**config.mk**
```make
export PLATFORM = sky130hd
export DESIGN_NAME = backend_top
export DESIGN_NICKNAME = d
export VERILOG_FILES = /design/src/logic/ooo_pkg.sv /design/src/logic/backend_top.sv /design/src/logic/commit_mem_port.sv /design/src/logic/reg_status.sv /design/src/logic/rob.sv
export SDC_FILE = /design/constraint.sdc
export NUM_CORES = 2
export LEC_CHECK = 0
export ABC_CLOCK_PERIOD_IN_PS = 5600
export BUFFER_PORTS_ARGS = -buffer_cell sky130_fd_sc_hd__buf_2
export CORE_AREA = 2 2 380 382
export CTS_CLUSTER_DIAMETER = 150
export DETAILED_ROUTE_END_ITERATION = 16
export DIE_AREA = 0 0 382 384
export GPL_TIMING_DRIVEN = 0
export PLACE_DENSITY_LB_ADDON = 0.15
export SLEW_MARGIN = 20
export SYNTH_ARGS = -nofsm -noshare
export SYNTH_HDL_FRONTEND = slang
export SYNTH_HIERARCHICAL = 1
export SYNTH_SLANG_ARGS = --single-unit
```
**constraint.sdc**
```tcl
create_clock -name clk -period 5.6 [get_ports clk]
set_clock_uncertainty 0.05 [all_clocks]
set_input_delay 0.56 -clock clk [delete_from_list [all_inputs] [get_ports clk]]
set_output_delay 0.56 -clock clk [all_outputs]
set_load 0.005 [all_outputs]
```
**src/logic/ooo_pkg.sv**
```systemverilog
`default_nettype none

package ooo_pkg;

    // data and address width
    localparam int XLEN = 32;
    // architectural register index width
    localparam int REG_ADDR_W = 5;

    // operation classes seen by the commit stage
    typedef enum logic [3:0] {
        op_alu    = 4'd0,
        op_branch = 4'd1,
        op_lb     = 4'd2,
        op_lh     = 4'd3,
        op_lw     = 4'd4,
        op_lbu    = 4'd5,
        op_lhu    = 4'd6,
        op_sb     = 4'd7,
        op_sh     = 4'd8,
        op_sw     = 4'd9
    } op_t;

    // rob destination field
    // register number for alu, load and store ops, outcome bits for branches
    typedef union packed {
        logic [REG_ADDR_W-1:0] reg_idx;
        struct packed {
            logic [2:0] pad;
            logic       predicted;
            logic       taken;
        } br;
    } rob_dest_u;

    function automatic logic is_load(op_t op);
        return op inside {op_lb, op_lh, op_lw, op_lbu, op_lhu};
    endfunction

    function automatic logic is_store(op_t op);
        return op inside {op_sb, op_sh, op_sw};
    endfunction

    // ops that rename a destination register
    function automatic logic writes_rd(op_t op);
        return (op == op_alu) || is_load(op);
    endfunction

endpackage

`default_nettype wire

```
**src/logic/backend_top.sv**
```systemverilog
`timescale 1ns/1ps
`default_nettype none

module backend_top
    import ooo_pkg::*;
#(
    parameter int ROB_DEPTH = 8,
    localparam int TAG_W = $clog2(ROB_DEPTH)
) (
    input  logic                  clk,
    input  logic                  rst,
    // dispatch
    input  logic                  disp_valid,
    input  op_t                   disp_op,
    input  logic [REG_ADDR_W-1:0] disp_rd,
    input  logic [REG_ADDR_W-1:0] disp_st_src,
    input  logic                  disp_pred_taken,
    output logic                  rob_full,
    output logic [TAG_W-1:0]      disp_tag,
    // common data bus
    input  logic                  cdb_valid,
    input  logic [TAG_W-1:0]      cdb_tag,
    input  logic [XLEN-1:0]       cdb_value,
    input  logic                  cdb_br_taken,
    // operand read
    input  logic [REG_ADDR_W-1:0] rs_addr,
    output logic [XLEN-1:0]       rs_value,
    output logic                  rs_busy,
    output logic [TAG_W-1:0]      rs_tag,
    // data memory
    output logic                  wb_cyc,
    output logic                  wb_stb,
    output logic                  wb_we,
    output logic [XLEN-1:0]       wb_adr,
    output logic [3:0]            wb_sel,
    output logic [XLEN-1:0]       wb_dat_w,
    input  logic                  wb_ack,
    input  logic [XLEN-1:0]       wb_dat_r,
    // recovery toward fetch
    output logic                  redirect,
    output logic [TAG_W-1:0]      redirect_tag
);

    logic                  commit_en;
    logic [REG_ADDR_W-1:0] commit_rd;
    logic [TAG_W-1:0]      commit_tag;
    logic [XLEN-1:0]       commit_value;
    logic                  head_mem_req;
    op_t                   head_op;
    logic [XLEN-1:0]       head_addr;
    logic [REG_ADDR_W-1:0] head_st_src;
    logic                  mem_done;
    logic [XLEN-1:0]       load_data;
    logic [XLEN-1:0]       st_data;
    logic                  flush;
    logic                  alloc_en;

    // rename on accepted alu and load dispatch
    assign alloc_en = disp_valid & ~rob_full & writes_rd(disp_op);

    rob #(
        .ROB_DEPTH (ROB_DEPTH)
    ) u_rob (
        .clk             (clk),
        .rst             (rst),
        .disp_valid      (disp_valid),
        .disp_op         (disp_op),
        .disp_rd         (disp_rd),
        .disp_st_src     (disp_st_src),
        .disp_pred_taken (disp_pred_taken),
        .rob_full        (rob_full),
        .disp_tag        (disp_tag),
        .cdb_valid       (cdb_valid),
        .cdb_tag         (cdb_tag),
        .cdb_value       (cdb_value),
        .cdb_br_taken    (cdb_br_taken),
        .commit_en       (commit_en),
        .commit_rd       (commit_rd),
        .commit_tag      (commit_tag),
        .commit_value    (commit_value),
        .head_mem_req    (head_mem_req),
        .head_op         (head_op),
        .head_addr       (head_addr),
        .head_st_src     (head_st_src),
        .mem_done        (mem_done),
        .load_data       (load_data),
        .redirect        (redirect),
        .redirect_tag    (redirect_tag),
        .flush           (flush)
    );

    reg_status #(
        .ROB_DEPTH (ROB_DEPTH)
    ) u_reg_status (
        .clk          (clk),
        .rst          (rst),
        .alloc_en     (alloc_en),
        .alloc_rd     (disp_rd),
        .alloc_tag    (disp_tag),
        .commit_en    (commit_en),
        .commit_rd    (commit_rd),
        .commit_tag   (commit_tag),
        .commit_value (commit_value),
        .flush        (flush),
        .rs_addr      (rs_addr),
        .rs_value     (rs_value),
        .rs_busy      (rs_busy),
        .rs_tag       (rs_tag),
        .st_src       (head_st_src),
        .st_data      (st_data)
    );

    commit_mem_port u_commit_mem_port (
        .clk          (clk),
        .rst          (rst),
        .head_mem_req (head_mem_req),
        .head_op      (head_op),
        .head_addr    (head_addr),
        .st_data      (st_data),
        .mem_done     (mem_done),
        .load_data    (load_data),
        .wb_cyc       (wb_cyc),
        .wb_stb       (wb_stb),
        .wb_we        (wb_we),
        .wb_adr       (wb_adr),
        .wb_sel       (wb_sel),
        .wb_dat_w     (wb_dat_w),
        .wb_ack       (wb_ack),
        .wb_dat_r     (wb_dat_r)
    );

endmodule

`default_nettype wire

```
**src/logic/commit_mem_port.sv**
```systemverilog
`timescale 1ns/1ps
`default_nettype none

module commit_mem_port
    import ooo_pkg::*;
(
    input  logic            clk,
    input  logic            rst,
    // head of the rob
    input  logic            head_mem_req,
    input  op_t             head_op,
    input  logic [XLEN-1:0] head_addr,
    input  logic [XLEN-1:0] st_data,
    output logic            mem_done,
    output logic [XLEN-1:0] load_data,
    // wishbone classic master
    output logic            wb_cyc,
    output logic            wb_stb,
    output logic            wb_we,
    output logic [XLEN-1:0] wb_adr,
    output logic [3:0]      wb_sel,
    output logic [XLEN-1:0] wb_dat_w,
    input  logic            wb_ack,
    input  logic [XLEN-1:0] wb_dat_r
);

    // idle when low, bus cycle open when high
    logic busy;

    logic [1:0]      offset;
    logic [4:0]      shamt;
    logic [XLEN-1:0] rd_shifted;
    logic [3:0]      lane_mask;

    always_ff @(posedge clk) begin
        if (rst) begin
            busy <= 1'b0;
        end else if (!busy) begin
            busy <= head_mem_req;
        end else if (wb_ack) begin
            // rob advances on this edge, next op restarts from idle
            busy <= 1'b0;
        end
    end

    assign mem_done = busy & wb_ack;

    assign wb_cyc = busy;
    assign wb_stb = busy;
    assign wb_we  = busy & is_store(head_op);
    assign wb_adr = {head_addr[XLEN-1:2], 2'b00};
    assign wb_sel = lane_mask;

    assign offset = head_addr[1:0];
    assign shamt  = {offset, 3'b000};

    // byte lanes from access size and offset
    always_comb begin
        case (head_op)
            op_sb, op_lb, op_lbu: lane_mask = 4'b0001 << offset;
            op_sh, op_lh, op_lhu: lane_mask = 4'b0011 << offset;
            default:              lane_mask = 4'b1111;
        endcase
    end

    // store data copied into the selected lanes
    always_comb begin
        case (head_op)
            op_sb: wb_dat_w = {4{st_data[7:0]}};
            // odd offset rotates the halfword by one lane
            op_sh: wb_dat_w = offset[0] ? {st_data[7:0], st_data[15:0], st_data[15:8]}
                                        : {2{st_data[15:0]}};
            default: wb_dat_w = st_data;
        endcase
    end

    // addressed byte moved down to lane 0
    assign rd_shifted = wb_dat_r >> shamt;

    always_comb begin
        case (head_op)
            op_lb:   load_data = {{(XLEN-8){rd_shifted[7]}}, rd_shifted[7:0]};
            op_lbu:  load_data = {{(XLEN-8){1'b0}}, rd_shifted[7:0]};
            op_lh:   load_data = {{(XLEN-16){rd_shifted[15]}}, rd_shifted[15:0]};
            op_lhu:  load_data = {{(XLEN-16){1'b0}}, rd_shifted[15:0]};
            default: load_data = wb_dat_r;
        endcase
    end

endmodule

`default_nettype wire

```
**src/logic/reg_status.sv**
```systemverilog
`timescale 1ns/1ps
`default_nettype none

module reg_status
    import ooo_pkg::*;
#(
    parameter int ROB_DEPTH = 8,
    localparam int TAG_W = $clog2(ROB_DEPTH)
) (
    input  logic                  clk,
    input  logic                  rst,
    // rename at dispatch
    input  logic                  alloc_en,
    input  logic [REG_ADDR_W-1:0] alloc_rd,
    input  logic [TAG_W-1:0]      alloc_tag,
    // write at commit
    input  logic                  commit_en,
    input  logic [REG_ADDR_W-1:0] commit_rd,
    input  logic [TAG_W-1:0]      commit_tag,
    input  logic [XLEN-1:0]       commit_value,
    input  logic                  flush,
    // read port a, operand lookup
    input  logic [REG_ADDR_W-1:0] rs_addr,
    output logic [XLEN-1:0]       rs_value,
    output logic                  rs_busy,
    output logic [TAG_W-1:0]      rs_tag,
    // read port b, store data
    input  logic [REG_ADDR_W-1:0] st_src,
    output logic [XLEN-1:0]       st_data
);

    localparam int NREGS = 1 << REG_ADDR_W;

    logic [XLEN-1:0]  regs    [NREGS];
    logic [TAG_W-1:0] tag_arr [NREGS];
    logic [NREGS-1:0] busy_vec;

    // x0 is never renamed
    logic alloc_live;
    logic commit_live;

    assign alloc_live  = alloc_en & (alloc_rd != '0);
    assign commit_live = commit_en & (commit_rd != '0);

    always_ff @(posedge clk) begin
        if (rst) begin
            busy_vec <= '0;
            for (int i = 0; i < NREGS; i++) begin
                regs[i] <= '0;
            end
        end else begin
            if (commit_live) begin
                regs[commit_rd] <= commit_value;
                // a younger rename keeps the register busy
                if (tag_arr[commit_rd] == commit_tag) begin
                    busy_vec[commit_rd] <= 1'b0;
                end
            end
            // same-edge rename wins over the commit clear
            if (alloc_live) begin
                busy_vec[alloc_rd] <= 1'b1;
            end
            if (flush) begin
                busy_vec <= '0;
            end
        end
    end

    // rename tags, only meaningful while busy
    always_ff @(posedge clk) begin
        if (alloc_live) begin
            tag_arr[alloc_rd] <= alloc_tag;
        end
    end

    assign rs_value = (rs_addr == '0) ? '0 : regs[rs_addr];
    assign rs_busy  = busy_vec[rs_addr];
    assign rs_tag   = tag_arr[rs_addr];
    assign st_data  = (st_src == '0) ? '0 : regs[st_src];

endmodule

`default_nettype wire

```
**src/logic/rob.sv**
```systemverilog
`timescale 1ns/1ps
`default_nettype none

module rob
    import ooo_pkg::*;
#(
    parameter int ROB_DEPTH = 8,
    localparam int TAG_W = $clog2(ROB_DEPTH)
) (
    input  logic                  clk,
    input  logic                  rst,
    // dispatch, in program order
    input  logic                  disp_valid,
    input  op_t                   disp_op,
    input  logic [REG_ADDR_W-1:0] disp_rd,
    input  logic [REG_ADDR_W-1:0] disp_st_src,
    input  logic                  disp_pred_taken,
    output logic                  rob_full,
    output logic [TAG_W-1:0]      disp_tag,
    // common data bus
    input  logic                  cdb_valid,
    input  logic [TAG_W-1:0]      cdb_tag,
    input  logic [XLEN-1:0]       cdb_value,
    input  logic                  cdb_br_taken,
    // register file commit
    output logic                  commit_en,
    output logic [REG_ADDR_W-1:0] commit_rd,
    output logic [TAG_W-1:0]      commit_tag,
    output logic [XLEN-1:0]       commit_value,
    // memory port
    output logic                  head_mem_req,
    output op_t                   head_op,
    output logic [XLEN-1:0]       head_addr,
    output logic [REG_ADDR_W-1:0] head_st_src,
    input  logic                  mem_done,
    input  logic [XLEN-1:0]       load_data,
    // recovery
    output logic                  redirect,
    output logic [TAG_W-1:0]      redirect_tag,
    output logic                  flush
);

    // entry payload
    op_t             op_arr    [ROB_DEPTH];
    rob_dest_u       dest_arr  [ROB_DEPTH];
    // address for memory ops, result otherwise
    logic [XLEN-1:0] value_arr [ROB_DEPTH];

    // entry status
    logic [ROB_DEPTH-1:0] alloc_vec;
    logic [ROB_DEPTH-1:0] done_vec;

    // head == tail means empty, full leaves one slot open
    logic [TAG_W-1:0] head_ptr;
    logic [TAG_W-1:0] tail_ptr;
    logic [TAG_W-1:0] head_next;
    logic [TAG_W-1:0] tail_next;

    logic             flush_q;
    logic [TAG_W-1:0] flush_tag_q;

    logic      disp_accept;
    rob_dest_u disp_dest;
    logic      cdb_hit;
    op_t       h_op;
    rob_dest_u h_dest;
    logic      h_ready;
    logic      h_is_mem;
    logic      h_mispredict;
    logic      h_retire;

    assign head_next = head_ptr + 1'b1;
    assign tail_next = tail_ptr + 1'b1;

    // also full while recovering so the tail stays put
    assign rob_full    = (tail_next == head_ptr) | flush_q;
    assign disp_accept = disp_valid & ~rob_full;
    assign disp_tag    = tail_ptr;

    // completion only counts for live entries
    assign cdb_hit = cdb_valid & alloc_vec[cdb_tag];

    // pack dispatch fields into the dest union
    always_comb begin
        disp_dest = '0;
        if (is_store(disp_op)) begin
            disp_dest.reg_idx = disp_st_src;
        end else if (disp_op == op_branch) begin
            // outcome unknown until the cdb reports it
            disp_dest.br.predicted = disp_pred_taken;
            disp_dest.br.taken     = 1'b0;
        end else begin
            disp_dest.reg_idx = disp_rd;
        end
    end

    // head decode
    assign h_op     = op_arr[head_ptr];
    assign h_dest   = dest_arr[head_ptr];
    assign h_ready  = alloc_vec[head_ptr] & done_vec[head_ptr] & ~flush_q;
    assign h_is_mem = is_load(h_op) | is_store(h_op);

    assign h_mispredict = h_ready & (h_op == op_branch) &
                          (h_dest.br.predicted != h_dest.br.taken);

    // memory ops wait for the bus, mispredicts go through the flush cycle
    assign h_retire = h_ready & (h_is_mem ? mem_done : ~h_mispredict);

    // commit toward the register file
    assign commit_en    = h_ready & ((h_op == op_alu) | (is_load(h_op) & mem_done));
    assign commit_rd    = h_dest.reg_idx;
    assign commit_tag   = head_ptr;
    assign commit_value = is_load(h_op) ? load_data : value_arr[head_ptr];

    // head memory request
    assign head_mem_req = h_ready & h_is_mem;
    assign head_op      = h_op;
    assign head_addr    = value_arr[head_ptr];
    assign head_st_src  = h_dest.reg_idx;

    // single recovery cycle
    assign redirect     = flush_q;
    assign redirect_tag = flush_tag_q;
    assign flush        = flush_q;

    // payload writes
    always_ff @(posedge clk) begin
        if (disp_accept) begin
            op_arr[tail_ptr]   <= disp_op;
            dest_arr[tail_ptr] <= disp_dest;
        end
        if (cdb_hit) begin
            if (op_arr[cdb_tag] == op_branch) begin
                dest_arr[cdb_tag].br.taken <= cdb_br_taken;
            end else begin
                value_arr[cdb_tag] <= cdb_value;
            end
        end
    end

    // pointers, status flags and recovery
    always_ff @(posedge clk) begin
        if (rst) begin
            alloc_vec   <= '0;
            done_vec    <= '0;
            head_ptr    <= '0;
            tail_ptr    <= '0;
            flush_q     <= 1'b0;
            flush_tag_q <= '0;
        end else begin
            flush_q <= h_mispredict;
            if (h_mispredict) begin
                flush_tag_q <= head_ptr;
            end

            if (disp_accept) begin
                alloc_vec[tail_ptr] <= 1'b1;
                done_vec[tail_ptr]  <= 1'b0;
                tail_ptr            <= tail_next;
            end

            if (cdb_hit) begin
                done_vec[cdb_tag] <= 1'b1;
            end

            if (h_retire) begin
                alloc_vec[head_ptr] <= 1'b0;
                done_vec[head_ptr]  <= 1'b0;
                head_ptr            <= head_next;
            end

            // end of recovery cycle
            // drop everything, skip past the branch
            if (flush_q) begin
                alloc_vec <= '0;
                done_vec  <= '0;
                head_ptr  <= head_next;
                tail_ptr  <= head_next;
            end
        end
    end

endmodule

`default_nettype wire

```
==> results.json <==
{
  "status": "completed",
  "async_reset_ff_share_pct": 0,
  "worstPathRequired_ns": 4.99,
  "grt_antenna_before_repair": 18,
  "die_area_um2": 146700,
  "cp.arrival_ns": 4.97,
  "std_cell_rows": 139,
  "clock_latency_ns": 0.82,
  "p_per_area_nw_per_um2": 322.7,
  "placed_cell_area_um2": 82650,
  "syn_area_um2": 77820,
  "synth_cell_types": 88,
  "drc": 0,
  "worstRegToRegCells": 14,
  "final_util_pct": 62.26,
  "fmax_mhz": 179.2,
  "syn-instance-count": 4822,
  "cts_num_sinks": 1510,
  "post-synth-top-area-cell": "edfxtp_1",
  "htreeDepth": 4,
  "drive_gt1_share_pct": 31.01,
  "ioPinCount": 208,
  "ant_nets": 0,
  "synth_top_family_by_area": "multiplexers",
  "post-dp-hpwl_um": 189100,
  "grt_setup_unrepaired": "yes",
  "synth_top_area_share_pct": 55.87,
  "fillers": 10320,
  "ys_ff_latch": 1510,
  "initial_core_util_pct": 54.50,
  "hold_depth": 1,
  "hold_path.class": "in2reg",
  "io_buffer_count": 198,
  "grt_overflow": 0,
  "path_max_fanout": 10,
  "synth_edf_count": 1448,
  "syn_area_per_cell_um2": 16.14,
  "cts_tree": "built",
  "peakVddDrop_v": 0.0003617,
  "p_leak_nw": 31.21,
  "detail_route.first_pass.iterations": 6,
  "relSlewSlack_pct": 10.36,
  "vias": 48850,
  "slew_viol_final": 0,
  "ys.flop_type": "edfxtp_1",
  "synthMuxAreaShare_pct": 25.29,
  "grt_use_total_pct": 34.17,
  "cts_max_path_buffers": 3,
  "finalPower_mw": 28.69,
  "path_class": "reg2out",
  "fin_nets": 5389,
  "worst_pin_slew_ns": 1.345,
  "fin_crit_ns": 5.581,
  "grt_pass1_vias": 48590,
  "synthTopCellsByArea": "edfxtp_1, mux4_2, and2_1, mux2i_1, dfxtp_1",
  "timing.hold.ws_ns": 0.08236,
  "dpl_worst_slack_ns": -2.281,
  "post_drt_wl_per_cell_um": 33.97,
  "synthSimpleGateAreaFrac_pct": 11.43,
  "die_height_um": 384,
  "gp_congestion": 1.021,
  "regToRegEndpoint": "u_reg_status/regs[3][27]",
  "worstSetupEndpointType": "output pin",
  "path_clk_slew_ns": 0.06,
  "wirelength_um": 249300,
  "cap_violations": 0,
  "cts_buffers": 158,
  "design_area_um2": 88900,
  "grt_pass1_wl_um": 350800,
  "hold_viol": 0,
  "routed_via_density": 6.656,
  "ys_warn_count": 6,
  "cts-root-buf": "clkbuf_16",
  "synth_compound_area_share_pct": 2.531,
  "coreArea_um2": 142800,
  "initialDrtViolationCount": 7262,
  "period_share_pct": 99.66,
  "ys_seq_area_share_pct": 57.47,
  "r2r_slack_ns": 0.17,
  "grt_max_degree": 41,
  "die_w_um": 382,
  "synth_adder_area_share_pct": 0.03216,
  "setup_viol": 0,
  "critPathLaunchType": "register",
  "area_growth_pct": 14.24,
  "r2r_start": "u_rob/commit_tag[0]",
  "layout_setup_ws_ns": 0.01905,
  "crit_end": "wb_dat_w[11]",
  "yosys.area_share.xor_xnor_pct": 0.2524
}
[worst min path at each step]
stage                                   startpoint                       end  slack (ns)
after global placement    u_reg_status/busy_vec[0]  u_reg_status/busy_vec[0]        0.40
after detailed placement  u_reg_status/busy_vec[0]  u_reg_status/busy_vec[0]        0.40
after global routing                    disp_op[2]        u_rob/op_arr[6][2]        0.07
after floorplan           u_reg_status/busy_vec[0]  u_reg_status/busy_vec[0]        0.37
after CTS                               disp_op[2]        u_rob/op_arr[4][2]        0.03
final                                   disp_op[2]        u_rob/op_arr[4][2]        0.08
[cells by family (layout without fill, tap and decap cells)]
kind of cell / Yosys count / count (layout)
flip-flops: 1510 / 1510
other: 2 / 54
buffers and inverters: 523 / 1086
XOR/XNOR: 20 / 20
multiplexers: 989 / 989
adder cells (fa/ha/maj): 2 / 2
AO/OA/AOI/OAI: 237 / 237
AND/OR/NAND/NOR: 1539 / 1539
[worst max-delay path, cell delays in order (launching register included)]
cell,delay [ns]
dfxtp_2,0.47
clkbuf_8,0.26
clkbuf_4,0.29
mux2_4,0.40
buf_12,0.19
buf_4,0.29
mux4_2,0.57
mux4_2,0.57
mux2i_4,0.31
nor2_2,0.16
o21ai_0,0.14
a21bo_2,0.32
buf_2,0.15
[power by group]
part / internal (mW) / total (mW) / switching (mW)
logic: 2.14 / 5.48 / 3.34
registers: 12.7 / 12.9 / 0.175
clock network: 5.82 / 10.4 / 4.53
[final cells by class]
type / count / area (um^2) / share of cell area (%)
clock inverter: 85 / 892.1 / 1.003
buffer: 497 / 2726 / 3.067
tap: 1903 / 2381 / 2.678
timing repair buffer: 284 / 2375 / 2.671
inverter: 19 / 71.32 / 0.08022
sequential: 1510 / 44730 / 50.32
multi-input combinational: 2824 / 31510 / 35.45
antenna: 17 / 42.54 / 0.04785
clock buffer: 201 / 4165 / 4.685
[cell usage in the layout (no fill, tap or decap), types with 23 or more instances in the layout]
cell type,Yosys,layout
nand3_1,35,35
conb_1,2,37
mux2_2,85,83
clkbuf_16,0,163
dfxtp_1,62,56
nand2_1,124,122
clkinv_1,0,26
buf_4,46,66
buf_2,69,265
dlygate4sd3_1,0,33
mux4_2,771,771
nor2_1,206,186
edfxtp_1,1448,1448
clkbuf_1,326,309
o21bai_4,0,25
a311oi_2,23,23
and2_1,999,999
nor3_1,37,37
buf_12,0,39
clkinv_2,0,25
mux2i_1,127,115
[synth_stat cells, drive strengths merged, types with 6 or more instances]
| cell | n |
|---|---|
| nand3b | 13 |
| or2 | 9 |
| and3 | 6 |
| a221oi | 9 |
| nor3 | 37 |
| edfxtp | 1448 |
| inv | 19 |
| a22oi | 22 |
| nand2 | 124 |
| a21oi | 19 |
| o2bb2ai | 7 |
| nor4b | 13 |
| nand2b | 28 |
| and2 | 1000 |
| a22o | 6 |
| nor3b | 8 |
| o221ai | 6 |
| o21bai | 29 |
| clkbuf | 326 |
| nor2 | 209 |
| nor4 | 9 |
| mux2 | 90 |
| a32oi | 8 |
| o22ai | 6 |
| a21o | 8 |
| mux4 | 772 |
| nor2b | 19 |
| o21ai | 24 |
| xnor2 | 16 |
| o2111ai | 12 |
| buf | 178 |
| mux2i | 127 |
| or3b | 7 |
| a31oi | 8 |
| a311oi | 24 |
| a211oi | 17 |
| a21bo | 6 |
| dfxtp | 62 |
| nand3 | 36 |
[registers in the layout, indices dropped and copies added (netlist names), named ones only]
signal,cells
u_reg_status/regs,1024
u_rob/op_arr,32
u_rob/alloc_vec,8
u_rob/flush,1
u_rob/disp_tag,3
u_rob/redirect_tag,3
u_rob/done_vec,8
u_rob/commit_tag,3
u_rob/value_arr,256
u_rob/dest_arr,40
u_reg_status/tag_arr,96
u_commit_mem_port/wb_cyc,1
u_reg_status/busy_vec,32
[repair_timing]
action,4_1_cts,5_1_grt
setup endpoints to repair,1352,101
hold buffers,33,0
gates resized for setup,245,26
cloned,1,1
hold endpoints to repair,257,0
pin swaps,1,2
buffers inserted,5,2
[per-stage QoR]
step / TNS [ns] / cells
5_1_grt: -0.005411 / 7329
4_1_cts: 0 / 7321
6_report: 0 / 7340
2_1_floorplan: 0 / 4857
3_3_place_gp: -2402.32 / 6958
3_5_place_dp: -349.62 / 7002
[layer usage]
metal  GRT usage [%]  routed length [um]  vias up
li1                -                   -    19790
met1           45.79               91130    25380
met2           53.53              116900     3179
met3           9.127               30120      502
met4           14.06               11100        8
met5               0                  54        -
Power figures use the tool's default switching activity.
